[src/hdl/periph_defines.svh]
// Constants for the peripheral block. The clock must be a whole number of MHz and the bus is 32-bit only
`ifndef PERIPH_DEFINES_SVH
`define PERIPH_DEFINES_SVH

// ------------------------------
// Clocking
// ------------------------------

// Clock cycles per microsecond tick of the machine timer
`define PERIPH_CLK_MHZ 12

// Clock cycles per UART bit, kept small for quick simulation
`define PERIPH_BAUD_DIV 16

// ------------------------------
// APB bus
// ------------------------------

`define PERIPH_ADDR_W 16
`define PERIPH_DATA_W 32

// ------------------------------
// Address map
// ------------------------------

// Timer at 0x0000 and UART at 0x4000
`define PERIPH_UART_BIT 14

// Any access with this bit set falls in the hole
`define PERIPH_HOLE_BIT 15

`endif
[src/hdl/periph_pkg.sv]
// Shared types for the peripheral block. Register offsets are byte offsets within a peripheral
package periph_pkg;

	// Target of an APB access
	typedef enum logic [1:0] {
		SEL_TIMER = 2'd0,
		SEL_UART  = 2'd1,
		SEL_NONE  = 2'd2
	} periph_sel_e;

	// ------------------------------
	// Machine timer registers
	// ------------------------------
	typedef enum logic [7:0] {
		TMR_CTRL      = 8'h00,
		TMR_MTIME     = 8'h08,
		TMR_MTIMEH    = 8'h0C,
		TMR_MTIMECMP  = 8'h10,
		TMR_MTIMECMPH = 8'h14
	} timer_reg_e;

	// ------------------------------
	// UART registers
	// ------------------------------
	typedef enum logic [7:0] {
		UART_DATA = 8'h00,
		UART_STAT = 8'h04,
		UART_CTRL = 8'h08
	} uart_reg_e;

	// Transmit FSM
	typedef enum logic [1:0] {
		ST_IDLE  = 2'd0,
		ST_START = 2'd1,
		ST_DATA  = 2'd2,
		ST_STOP  = 2'd3
	} uart_state_e;

endpackage

[src/hdl/periph_subsys.sv]
// Peripheral block top. Zero-wait-state APB with the timer at 0x0000 and the UART at 0x4000
`include "periph_defines.svh"

module periph_subsys (
	input  logic                      clk,
	input  logic                      rst_n,

	// APB requester
	input  logic                      psel,
	input  logic                      penable,
	input  logic                      pwrite,
	input  logic [`PERIPH_ADDR_W-1:0] paddr,
	input  logic [`PERIPH_DATA_W-1:0] pwdata,
	output logic [`PERIPH_DATA_W-1:0] prdata,
	output logic                      pready,
	output logic                      pslverr,

	// Debug and IO
	input  logic                      dbg_halt,
	output logic                      uart_tx,
	output logic                      timer_irq,
	output logic                      uart_irq
);

	logic                      timer_psel;
	logic                      uart_psel;
	logic [`PERIPH_DATA_W-1:0] timer_prdata;
	logic [`PERIPH_DATA_W-1:0] uart_prdata;

	// ------------------------------
	// Address decode
	// ------------------------------
	apb_decode u_decode (
		.psel         (psel),
		.penable      (penable),
		.paddr        (paddr),
		.timer_prdata (timer_prdata),
		.uart_prdata  (uart_prdata),
		.timer_psel   (timer_psel),
		.uart_psel    (uart_psel),
		.prdata       (prdata),
		.pready       (pready),
		.pslverr      (pslverr)
	);

	// ------------------------------
	// Peripherals
	// ------------------------------
	riscv_timer u_timer (
		.clk       (clk),
		.rst_n     (rst_n),
		.psel      (timer_psel),
		.penable   (penable),
		.pwrite    (pwrite),
		.paddr     (paddr),
		.pwdata    (pwdata),
		.dbg_halt  (dbg_halt),
		.prdata    (timer_prdata),
		.timer_irq (timer_irq)
	);

	uart_tx u_uart (
		.clk      (clk),
		.rst_n    (rst_n),
		.psel     (uart_psel),
		.penable  (penable),
		.pwrite   (pwrite),
		.paddr    (paddr),
		.pwdata   (pwdata),
		.prdata   (uart_prdata),
		.tx       (uart_tx),
		.uart_irq (uart_irq)
	);

endmodule

[src/hdl/uart_tx.sv]
// Transmit-only 8N1 UART with a fixed baud divisor. Data writes while busy are dropped
`include "periph_defines.svh"

module uart_tx import periph_pkg::*; (
	input  logic                      clk,
	input  logic                      rst_n,
	input  logic                      psel,
	input  logic                      penable,
	input  logic                      pwrite,
	input  logic [`PERIPH_ADDR_W-1:0] paddr,
	input  logic [`PERIPH_DATA_W-1:0] pwdata,
	output logic [`PERIPH_DATA_W-1:0] prdata,
	output logic                      tx,
	output logic                      uart_irq
);

	localparam int BAUD_W = (`PERIPH_BAUD_DIV > 1) ? $clog2(`PERIPH_BAUD_DIV) : 1;
	localparam logic [BAUD_W-1:0] BAUD_LAST = BAUD_W'(`PERIPH_BAUD_DIV - 1);

	uart_reg_e         reg_off;
	uart_state_e       state;
	logic              wr_en;
	logic              start_wr;
	logic              busy;
	logic              irq_en;
	logic              bit_end;
	logic [BAUD_W-1:0] baud_ctr;
	logic [2:0]        bit_idx;
	logic [7:0]        shift;

	assign reg_off  = uart_reg_e'(paddr[7:0]);
	assign wr_en    = psel && penable && pwrite;
	assign busy     = (state != ST_IDLE);
	assign start_wr = wr_en && (reg_off == UART_DATA) && !busy;
	assign bit_end  = (baud_ctr == '0);

	// ------------------------------
	// Register interface
	// ------------------------------
	always_ff @(posedge clk or negedge rst_n) begin
		if (!rst_n) begin
			irq_en <= 1'b0;
		end else if (wr_en && reg_off == UART_CTRL) begin
			irq_en <= pwdata[0];
		end
	end

	always_comb begin
		case (reg_off)
			UART_STAT: prdata = {31'b0, busy};
			UART_CTRL: prdata = {31'b0, irq_en};
			default:   prdata = '0;
		endcase
	end

	assign uart_irq = irq_en && !busy;

	// ------------------------------
	// Transmit FSM
	// ------------------------------
	always_ff @(posedge clk or negedge rst_n) begin
		if (!rst_n) begin
			state    <= ST_IDLE;
			tx       <= 1'b1;
			baud_ctr <= '0;
			bit_idx  <= '0;
		end else begin
			baud_ctr <= bit_end ? BAUD_LAST : baud_ctr - 1'b1;
			case (state)
				ST_IDLE: begin
					tx       <= 1'b1;
					baud_ctr <= BAUD_LAST;
					if (start_wr) begin
						state <= ST_START;
						tx    <= 1'b0;
					end
				end
				ST_START: if (bit_end) begin
					state   <= ST_DATA;
					tx      <= shift[0];
					bit_idx <= '0;
				end
				ST_DATA: if (bit_end) begin
					if (bit_idx == 3'd7) begin
						state <= ST_STOP;
						tx    <= 1'b1;
					end else begin
						tx      <= shift[0];
						bit_idx <= bit_idx + 1'b1;
					end
				end
				default: if (bit_end) begin
					state <= ST_IDLE;
				end
			endcase
		end
	end

	// LSB goes out first
	always_ff @(posedge clk) begin
		if (start_wr) begin
			shift <= pwdata[7:0];
		end else if (bit_end && (state == ST_START || state == ST_DATA)) begin
			shift <= {1'b0, shift[7:1]};
		end
	end

	// Line idles at mark
	assert property (@(posedge clk) disable iff (!rst_n) state == ST_IDLE |-> tx)
		else $error("tx low while idle");

endmodule

[src/hdl/riscv_timer.sv]
// RISC-V machine timer. Offsets decode on paddr[7:0] only and each 64-bit register is written per half
`include "periph_defines.svh"

module riscv_timer import periph_pkg::*; (
	input  logic                      clk,
	input  logic                      rst_n,
	input  logic                      psel,
	input  logic                      penable,
	input  logic                      pwrite,
	input  logic [`PERIPH_ADDR_W-1:0] paddr,
	input  logic [`PERIPH_DATA_W-1:0] pwdata,
	input  logic                      dbg_halt,
	output logic [`PERIPH_DATA_W-1:0] prdata,
	output logic                      timer_irq
);

	localparam int PRESC_W = (`PERIPH_CLK_MHZ > 1) ? $clog2(`PERIPH_CLK_MHZ) : 1;
	localparam logic [PRESC_W-1:0] PRESC_LAST = PRESC_W'(`PERIPH_CLK_MHZ - 1);

	timer_reg_e         reg_off;
	logic               wr_en;
	logic               ctrl_en;
	logic               count_en;
	logic [PRESC_W-1:0] presc;
	logic               tick;
	logic [63:0]        mtime;
	logic [63:0]        mtimecmp;

	assign reg_off  = timer_reg_e'(paddr[7:0]);
	assign wr_en    = psel && penable && pwrite;
	assign count_en = ctrl_en && !dbg_halt;

	// ------------------------------
	// Control and microsecond timebase
	// ------------------------------
	always_ff @(posedge clk or negedge rst_n) begin
		if (!rst_n) begin
			ctrl_en <= 1'b0;
		end else if (wr_en && reg_off == TMR_CTRL) begin
			ctrl_en <= pwdata[0];
		end
	end

	// Prescaler holds its count while stopped
	always_ff @(posedge clk or negedge rst_n) begin
		if (!rst_n) begin
			presc <= '0;
			tick  <= 1'b0;
		end else begin
			tick <= 1'b0;
			if (count_en) begin
				if (presc == '0) begin
					presc <= PRESC_LAST;
					tick  <= 1'b1;
				end else begin
					presc <= presc - 1'b1;
				end
			end
		end
	end

	// ------------------------------
	// mtime and mtimecmp
	// ------------------------------

	// A bus write to either half wins over the increment
	always_ff @(posedge clk or negedge rst_n) begin
		if (!rst_n) begin
			mtime <= '0;
		end else if (wr_en && reg_off == TMR_MTIME) begin
			mtime[31:0] <= pwdata;
		end else if (wr_en && reg_off == TMR_MTIMEH) begin
			mtime[63:32] <= pwdata;
		end else if (tick && count_en) begin
			mtime <= mtime + 64'd1;
		end
	end

	always_ff @(posedge clk or negedge rst_n) begin
		if (!rst_n) begin
			mtimecmp <= '1;
		end else if (wr_en && reg_off == TMR_MTIMECMP) begin
			mtimecmp[31:0] <= pwdata;
		end else if (wr_en && reg_off == TMR_MTIMECMPH) begin
			mtimecmp[63:32] <= pwdata;
		end
	end

	// Compare registered so irq follows register changes by one cycle
	always_ff @(posedge clk or negedge rst_n) begin
		if (!rst_n) begin
			timer_irq <= 1'b0;
		end else begin
			timer_irq <= (mtime >= mtimecmp);
		end
	end

	always_comb begin
		case (reg_off)
			TMR_CTRL:      prdata = {31'b0, ctrl_en};
			TMR_MTIME:     prdata = mtime[31:0];
			TMR_MTIMEH:    prdata = mtime[63:32];
			TMR_MTIMECMP:  prdata = mtimecmp[31:0];
			TMR_MTIMECMPH: prdata = mtimecmp[63:32];
			default:       prdata = '0;
		endcase
	end

	// Halted timer only moves under a bus write
	assert property (@(posedge clk) disable iff (!rst_n)
		dbg_halt && !wr_en |=> $stable(mtime))
		else $error("mtime changed during debug halt");

endmodule

[src/hdl/apb_decode.sv]
// Zero-wait-state APB splitter. Only the hole and UART address bits are decoded so peripherals alias
`include "periph_defines.svh"

module apb_decode import periph_pkg::*; (
	input  logic                      psel,
	input  logic                      penable,
	input  logic [`PERIPH_ADDR_W-1:0] paddr,
	input  logic [`PERIPH_DATA_W-1:0] timer_prdata,
	input  logic [`PERIPH_DATA_W-1:0] uart_prdata,
	output logic                      timer_psel,
	output logic                      uart_psel,
	output logic [`PERIPH_DATA_W-1:0] prdata,
	output logic                      pready,
	output logic                      pslverr
);

	periph_sel_e target;

	// Hole bit takes priority over the UART bit
	always_comb begin
		if (paddr[`PERIPH_HOLE_BIT]) begin
			target = SEL_NONE;
		end else if (paddr[`PERIPH_UART_BIT]) begin
			target = SEL_UART;
		end else begin
			target = SEL_TIMER;
		end
	end

	assign timer_psel = psel && (target == SEL_TIMER);
	assign uart_psel  = psel && (target == SEL_UART);

	// Read data return
	always_comb begin
		case (target)
			SEL_TIMER: prdata = timer_prdata;
			SEL_UART:  prdata = uart_prdata;
			default:   prdata = '0;
		endcase
	end

	// No back-pressure from any target
	assign pready  = 1'b1;
	assign pslverr = psel && penable && (target == SEL_NONE);

endmodule

[config.mk]
export PLATFORM = sky130hd
export DESIGN_NAME = periph_subsys
export DESIGN_NICKNAME = d
export VERILOG_FILES = /design/src/hdl/periph_pkg.sv /design/src/hdl/periph_subsys.sv /design/src/hdl/uart_tx.sv /design/src/hdl/riscv_timer.sv /design/src/hdl/apb_decode.sv
export VERILOG_INCLUDE_DIRS = /design/src /design/src/hdl
export SDC_FILE = /design/constraint.sdc
export NUM_CORES = 1
export LEC_CHECK = 0
export BUFFER_PORTS_ARGS = -buffer_cell sky130_fd_sc_hd__buf_2
export CAP_MARGIN = 20
export CORE_UTILIZATION = 40
export CTS_CLUSTER_DIAMETER = 30
export DETAILED_ROUTE_END_ITERATION = 8
export PLACE_DENSITY = 0.6
export SLEW_MARGIN = 20
export SYNTH_ARGS = -nofsm -noshare
export SYNTH_HDL_FRONTEND = slang
export SYNTH_SLANG_ARGS = --single-unit
[constraint.sdc]
create_clock -name clk -period 2.65 [get_ports clk]
set_input_delay 0.3975 -clock clk [delete_from_list [all_inputs] [get_ports clk]]
set_output_delay 0.3975 -clock clk [all_outputs]
set_load 0.01 [all_outputs]
Yosys cells after proc, flatten, opt, wreduce, memory -nomap -nowiden --
Cells that the tools add are included.
Cells by class: add/subtract/negate cells 4, order comparisons 1, eq/ne operators 16, mux-type cells 31, bitwise logic cells 2, reduce and logical (&&, ||, !) cells 41
Operators by type and width (count):
- $pmux 32 s5 | 1
- $mux 32 | 3
- $add 64x1->64 const B | 1
- $ge 64x64->1 | 1
- $mux 64 | 1
- $pmux 32 s2 | 1
- $logic_and 1x1->1 | 20
- $eq 8x4->1 const B | 2
- $eq 8x5->1 const B | 2
- $mux 8 | 2
- $mux 2 | 6
- $mux 4 | 3
- $reduce_bool 2->1 | 6
- $ne 2x1->1 const B | 5
- $mux 3 | 3
- $eq 8x3->1 const B | 1
- $logic_not 4->1 | 2
- $logic_not 8->1 | 1
- $sub 4x1->4 const B | 2
- $mux 1 | 7
- $pmux 2 s3 | 1
- $pmux 3 s2 | 1
- $reduce_and 2->1 | 3
- $reduce_and 5->1 | 1
- 14 further kinds | 19
Word-level totals: register bits 154, input port bits 54, output and inout port bits 37, logic and storage cells 109

Longest topological paths before layout --
Gate-level depths: netlist (run 1).
depth after elaboration 10, mapped depth 9, depth with buffers taken out 8

Hierarchy --
A second synthesis (run 1) with hierarchy kept.
Second synthesis, totals: cells, all modules 1217, area, all modules 10547.6 um2
By module, submodules not included:
- riscv_timer | times used 1, cells each 1015, area an instance 8692.1 um2, sequential area each 3458.3 um2
- uart_tx | times used 1, cells each 125, area an instance 1292.5 um2, sequential area each 516.7 um2
- apb_decode | times used 1, cells each 77, area an instance 563.0 um2, sequential area each 0.0 um2

Least setup slack after synthesis (run 1) --
Ideal clock, no wire load.
kind input -> output, start point in paddr[5], end point out prdata[10], data arrival time 1.925 ns, data required time 2.253 ns, path slack 0.328 ns, cell stages on the path 7, cell sequence nor2_1 nor4b_2 and3_1 clkbuf_1 clkbuf_1 a22oi_1 a31oi_1
On the way: cells in the longest elaborated chain, start to end 3, elaborated cells between the ends (all ways) 7
Ends and longest elaborated chain:
- start, declared | line periph_subsys.sv:12 | input logic [`PERIPH_ADDR_W-1:0] paddr,
- $eq 8x5->1 (tied with other cells) | line riscv_timer.sv:99 | case (reg_off)
- $pmux 32 s5 * | line riscv_timer.sv:99
- $pmux 32 s2 * | line apb_decode.sv:35 | case (target)
- end, declared | line periph_subsys.sv:14 | output logic [`PERIPH_DATA_W-1:0] prdata,
Mark *: on every way between the ends. The rest lies on a longest branch, timed or not.

Final worst setup path (run 1) --
start point reg u_timer.mtimecmp[15], end point reg u_timer.timer_irq
On the way: cells in the longest elaborated chain, start to end 1
Ends and longest elaborated chain:
- start, declared | line riscv_timer.sv:27 | logic [63:0] mtimecmp;
- start signal, assigned | line riscv_timer.sv:83 | mtimecmp[31:0] <= pwdata;
- $ge 64x64->1 | line riscv_timer.sv:94 | timer_irq <= (mtime >= mtimecmp);
- end signal, assigned | line riscv_timer.sv:94
- end, declared | line riscv_timer.sv:14 | output logic timer_irq
Every way passes these cells. A chain may end at the register's enable or synchronous reset.

==> results of run 1 <==
[synthesized netlist by cell type (18+ instances only)]
| master | count | area (um^2) |
|---|---|---|
| a21oi_1 | 98 | 490 |
| a31oi_1 | 18 | 113 |
| and3_1 | 23 | 144 |
| clkbuf_1 | 44 | 165 |
| dfrtp_1 | 81 | 2030 |
| dfstp_2 | 65 | 1710 |
| ha_1 | 74 | 926 |
| inv_1 | 77 | 289 |
| mux2_2 | 43 | 484 |
| nand2_1 | 165 | 619 |
| nand3_1 | 41 | 205 |
| nand4_1 | 40 | 250 |
| nor2_1 | 55 | 206 |
| o21ai_0 | 86 | 430 |
| xor2_1 | 19 | 166 |
[metrics by stage]
step / area, um^2 / power, mW / util (%) / setup TNS, ns
final: 12500 / 5.48 / 49.5 / 0
after global routing: 12500 / 5.68 / 49.5 / 0
after CTS: 12500 / 5.52 / 49.5 / 0
after detailed placement: 11800 / 3.04 / 47.0 / -0.110
after global placement: 11800 / 3.02 / 47.0 / -0.151
after floorplan: 10300 / 2.80 / - / 0
[cell families after synthesis]
| family | Yosys count |
|---|---|
| AND/OR/NAND/NOR | 406 |
| XOR/XNOR | 27 |
| multiplexers | 46 |
| other | 1 |
| flip-flops | 154 |
| AO/OA/AOI/OAI | 315 |
| adder cells (fa/ha/maj) | 74 |
| buffers and inverters | 143 |
[worst paths after layout]
check | startpoint | to | slack [ns] | cells past startpoint
max reg2reg | u_timer.mtimecmp[15]$_DFFE_PN1P_ | u_timer.timer_irq$_DFF_PN0_ | 0.08 | 8
max | u_timer.mtimecmp[15]$_DFFE_PN1P_ | u_timer.timer_irq$_DFF_PN0_ | 0.08 | 8
min reg2reg | u_uart.tx$_DFFE_PN1P_ | u_uart.tx$_DFFE_PN1P_ | 0.50 | 2
min in group asynchronous | rst_n | u_timer.timer_irq$_DFF_PN0_ | 0.53 | 2
min | pwdata[14] | u_timer.mtimecmp[46]$_DFFE_PN1P_ | 0.21 | 3
max in group asynchronous | rst_n | u_timer.mtimecmp[25]$_DFFE_PN1P_ | 1.34 | 3
[state kept, by name, summed over array words and instances, names as in the netlist]
register and flops:
u_timer.mtimecmp 64, u_uart.baud_ctr 4, u_uart.bit_idx 3, u_timer.presc 4
u_timer.tick 1, u_uart.tx 1, u_uart.shift 8, u_uart.state 2
u_uart.irq_en 1, u_timer.ctrl_en 1, u_timer.mtime 64, u_timer.timer_irq 1
[repair_timing]
item | CTS | global route
gates resized for setup | 4 | 4
endpoints found under the hold margin | 42 | 0
hold buffers | 1 | 0
pin swaps | 2 | 2
gates cloned | 0 | 0
setup endpoints to repair | 1 | 4
[worst max-delay path: stages, from the launching register on]
cell	delay (ns)
dfstp_2	0.53
inv_1	0.04
ha_1	0.36
nand4_1	0.28
nor2_1	0.10
a221oi_2	0.24
o211ai_1	0.20
a21oi_1	0.17
or4b_4	0.51
[power by group through the flow]
stage	sequential [mW]	combinational, mW	clock, mW
after floorplan	2.54	0.264	0
after global placement	2.54	0.475	0
after detailed placement	2.55	0.489	0
after CTS	2.51	0.491	2.52
after global routing	2.52	0.553	2.61
final	2.51	0.490	2.49
[cell usage in the layout, fill, tap and decap left out, types with 43 or more instances in the layout]
| cell | n |
|---|---|
| dfrtp_1 | 81 |
| nand2_1 | 164 |
| ha_1 | 74 |
| o21ai_0 | 84 |
| buf_4 | 109 |
| a21oi_1 | 98 |
| dfstp_2 | 65 |
| inv_1 | 77 |
| buf_2 | 82 |
| mux2_2 | 43 |
| nor2_1 | 54 |
[layout make-up]
| class | instances | area (um^2) | share of cell area, % |
|---|---|---|---|
| sequential | 154 | 3980 | 31.9 |
| tap | 330 | 413 | 3.31 |
| clock inverter | 15 | 155 | 1.24 |
| multi-input combinational | 869 | 5790 | 46.4 |
| timing repair buffer | 202 | 1430 | 11.5 |
| clock buffer | 17 | 425 | 3.41 |
| inverter | 77 | 289 | 2.32 |
[per-layer routing]
metal | part of all wire (%) | track usage, % | vias to the layer above
li1 | - | - | 4573
met1 | 45 | 39.0 | 4774
met2 | 44 | 42.1 | 420
met4 | 3.2 | 11.4 | 0
met5 | 0 | 0 | -
met3 | 8.4 | 5.73 | 87
==> reports/results.txt, run 1 <==
Final Cycle Share - 97.0%
critical path endpoint category - register
Cell Area, Synth - 10300 um^2
number of post-CTS setup repair buffers - 0
placed cell count - 1631
syn nets - 1294
Vert. Die Dim - 162 um
# diodes - 0
dpl ws - -0.110 ns
share of layout cells above drive strength 1 - 27.5%
worst vdd ir - 0.353 mV
sequential area share after synthesis - 38.6%
Worst Skew - 0.0115 ns
PwrDens - 440 nW/um^2
critical path startpoint category - register
synthesized flop and latch total - 154
die area - 26400 um^2
max cap viols - 0
post-route setup slack - 0.0787 ns
simple-gate share of the synthesized area - 20.3%
final hold violations - 0
Global Route Usage Sum - 28.0%
Nets - 1449
internal power - 3.98 mW
Synth warnings - 0
WHS - 0.209 ns
Clock Sinks - 154
critical path class - reg2reg
DR WL/cell - 21.6 um
switching power - 1.51 mW
Clk pin slew, worst setup/hold paths - 0.07 ns
Yosys cell types - 77
Final HPWL DP - 25900 um
CTS H-tree depth - 4
adder-cell share of the synthesized area - 9.00%
share of synthesized registers carrying an async set or reset - 94.8%
Die X - 162 um
combinational group share of total power - 8.9%
Non-Filler Instances - 1664
ANT nets after route - 0
min-delay worst type - in2reg
Pre-antenna DRT Iters - 7
post-synthesis xor/xnor area fraction - 2.30%
RSZ-0062 raised after global routing - false
Fill cells - 2365
relative slew slack - 58.8%
number of synthesized flops with an enable pin - 8
worst-margin pin slew - 0.616 ns
Clock Power Share - 45.3%
IO Count - 91
Buffers on Ports - 83
largest family of logic cells by synthesized area - simple AND/OR/NAND/NOR gates
DRC Markers - 0
CORE AREA - 25200 um^2
Clk Latency, worst-skew pair - 0.44 ns
CTS max path bufs - 2
Final Setup Violations - 0
leakage power - 5.55 nW
number of global-route vias before repair - 9489
CTS Root Cell - clkbuf_16
largest net degree at the start of global routing - 65
DR iter-0 viols - 875
TritonCTS clock tree - yes
WP data required - 2.95 ns
Initial Util - 40.9%
Cells after Synth - 1166
status - finished, final reports clean
mux cell area share after synthesis - 5.00%
register share of total power - 45.7%
crit-path max FO - 3
Peak Freq - 0.389 GHz
TritonCTS Buffers - 17
Final min period - 2.57 ns
Final Max Slew Viols - 0
Avg Inst Size Synth - 8.83 um^2
row count - 58
top_reg_cell synth - dfrtp_1
initial antenna violation count - 0
complex-gate fraction of the synthesized area - 19.1%
Routed WL - 36000 um
first-pass GRT wire length - 55000 um
vias - 9854
GRT Residual Overflow - 0
WP data arrival - 2.87 ns
switching fraction of total power - 27.5%
Via density - 5.92
Placer Congestion - 0.959
area grow syn2layout - 21.2%
Note: power is estimated with default switching activity, not from simulation.
==> run 2, diff against run 1 <==
- GPL_TIMING_DRIVEN: unset -> 0
==> run 2 against run 1 <==
Effect of this change:
- sequential power about the same
- critical path type is now in2out
- design area down 3.4%
- core utilization fell by 1.7 points
- highest routed layer unchanged
- count of clock-buffer cells in the layout is 2 higher
==> reports/results.txt, run 2 (synthesized netlist as in run 1, its figures left out) <==
Nets - 1405 (-3.0%)
switching fraction of total power - 24.9% (-2.6 points)
Global Route Usage Sum - 28.2% (+0.28 points)
max cap viols - 0 (unchanged)
critical path endpoint category - output pin
worst vdd ir - 0.347 mV (-1.6%)
largest net degree at the start of global routing - 79 (+22%)
die area - 26400 um^2 (unchanged)
Die X - 162 um (unchanged)
post-route setup TNS - 0 ns (unchanged)
DR WL/cell - 22.7 um (+5.0%)
R2R Path Start - u_timer.mtime[24]$_DFFE_PN0P_
Clock Sinks - 154 (unchanged)
Buffers on Ports - 81 (-2.4%)
Final min period - 2.57 ns (-0.00130 ns)
row count - 58 (unchanged)
CTS H-tree depth - 4 (unchanged)
Clk Latency, worst-skew pair - 0.43 ns (about the same)
Vert. Die Dim - 162 um (unchanged)
r2r setup slk - 0.09 ns (about the same)
dpl ws - -0.581 ns (-0.471 ns)
Via density - 6.09 (+2.8%)
status - finished, final reports clean
Clock Power Share - 47.3% (+2.0 points)
critical path class - in2out
DRC Markers - 0 (unchanged)
Pre-antenna DRT Iters - 6 (-1)
ANT nets after route - 0 (unchanged)
hold path startpoint - pwdata[27]
most frequent cells in the layout - 165 x nand2_1, 96 x buf_2, 95 x a21oi_1
combinational group share of total power - 8.6% (-0.3 points)
relative slew slack - 29.7% (-29 points)
Final Cycle Share - 97.0% (about the same)
Final Max Slew Viols - 0 (unchanged)
placed cell area - 11100 um^2 (-5.9%)
CTS Root Cell - clkbuf_16
GRT Residual Overflow - 0 (unchanged)
DR iter-0 viols - 1031 (+18%)
Final Cell Area - 12100 um^2 (-3.4%)
Peak Freq - 0.389 GHz (about the same)
commonest non-fill, non-tap cell in the layout - nand2_1
WP data required - 2.25 ns (-0.70 ns)
leakage power - 5.19 nW (-6.4%)
CORE AREA - 25200 um^2 (unchanged)
share of layout cells above drive strength 1 - 23.9% (-3.6 points)
worst-margin pin slew - 1.05 ns (+0.431 ns)
crit-path max FO - 10 (+7)
TritonCTS Buffers - 17 (unchanged)
top flop regs - u_timer.mtime x64, u_timer.mtimecmp x64, u_uart.shift x8
Clk pin slew, worst setup/hold paths - 0.07 ns (about the same)
Routed WL - 36800 um (+2.3%)
Pwr Total - 5.70 mW (+3.9%)
final hold violations - 0 (unchanged)
first-pass GRT wire length - 55500 um (+0.80%)
post-route setup slack - 0.0800 ns (+0.00130 ns)
Final Setup Violations - 0 (unchanged)
CTS max path bufs - 2 (unchanged)
Placer Congestion - 0.964 (+0.54%)
TritonCTS clock tree - yes
vias - 9865 (+0.11%)
Non-Filler Instances - 1621 (-2.6%)
critical path startpoint category - input port
area grow syn2layout - 17.1%
min-delay worst type - in2reg
initial antenna violation count - 0 (unchanged)
register share of total power - 44.1% (-1.6 points)
Worst Skew - 0.00981 ns (-0.00171 ns)
number of global-route vias before repair - 9176 (-3.3%)
placed cell count - 1578 (-3.2%)
IO Count - 91 (unchanged)
switching power - 1.42 mW (-5.9%)
PwrDens - 473 nW/um^2 (+7.5%)
internal power - 4.28 mW (+7.6%)
WP data arrival - 2.17 ns (-0.70 ns)
Final HPWL DP - 28400 um (+9.4%)
worst setup path startpoint - paddr[7]
Initial Util - 40.9% (unchanged)
run 2: cell types whose count changed in the layout (fill, tap and decap cells not counted), moves of 4 or more:
| cell | before | now |
|---|---|---|
| a31oi_1 | 17 | 11 |
| a31oi_2 | 1 | 7 |
| buf_12 | 9 | 0 |
| buf_2 | 82 | 96 |
| buf_4 | 109 | 18 |
| clkbuf_1 | 0 | 26 |
| clkbuf_2 | 0 | 8 |
| clkbuf_4 | 0 | 4 |
| inv_6 | 7 | 1 |
run 2: repair_timing:
action / CTS / global route
gates resized for setup: 37 / 28
hold buffers: 1 / 0
setup buffers: 3 / 9
hold endpoints to repair: 42 / 0
pin swaps: 3 / 9
endpoints found under the setup margin: 35 / 45
run 2: per-stage QoR:
| step | hold WS, ns | utilization (%) |
|---|---|---|
| after floorplan | 0.102 | - |
| after global placement | 0.480 | 44.1 |
| after detailed placement | 0.404 | 44.3 |
| after CTS | 0.229 | 47.4 |
| after global routing | 0.244 | 47.9 |
| final | 0.242 | 47.9 |
run 2: path summary, 6_finish.rpt:
kind | endpoint | cells past startpoint
max reg2reg | u_timer.mtime[44]$_DFFE_PN0P_ | 7
min | u_timer.mtimecmp[59]$_DFFE_PN1P_ | 3
min reg2reg | u_uart.tx$_DFFE_PN1P_ | 2
max in group asynchronous | u_timer.mtimecmp[38]$_DFFE_PN1P_ | 3
min in group asynchronous | u_timer.mtime[22]$_DFFE_PN0P_ | 2
max | prdata[31] | 8
run 2: cell type report:
cell class | instances | area, um^2
antenna | 1 | 2.50
buffer | 63 | 334
clock buffer | 19 | 454
clock inverter | 13 | 191
fill | 2425 | 13100
inverter | 77 | 289
multi-input combinational | 869 | 5850
sequential | 154 | 3980
tap | 330 | 413
timing repair buffer | 95 | 543
run 2: critical path, stage by stage:
cell and delay (ns):
buf_2 0.13, nor4_4 0.38, nand3_4 0.18, nor2_4 0.26
buf_2 0.26, nand2_1 0.08, a31oi_1 0.29, buf_2 0.19
run 2: power groups by stage:
stage / combinational [mW] / clock [mW] / sequential, mW
global placement: 0.466 / 0 / 2.55
finish: 0.492 / 2.69 / 2.51
detailed placement: 0.484 / 0 / 2.55
global route: 0.556 / 2.81 / 2.52
floorplan: 0.264 / 0 / 2.54
CTS: 0.491 / 2.73 / 2.51
run 2: layer usage:
metal | track usage, % | vias to the layer above | wire length [um]
li1 | - | 4483 | -
met1 | 38.7 | 4790 | 15900
met2 | 44.0 | 491 | 16600
met3 | 5.37 | 101 | 3080
met4 | 10.7 | 0 | 1280
met5 | 0 | - | 0
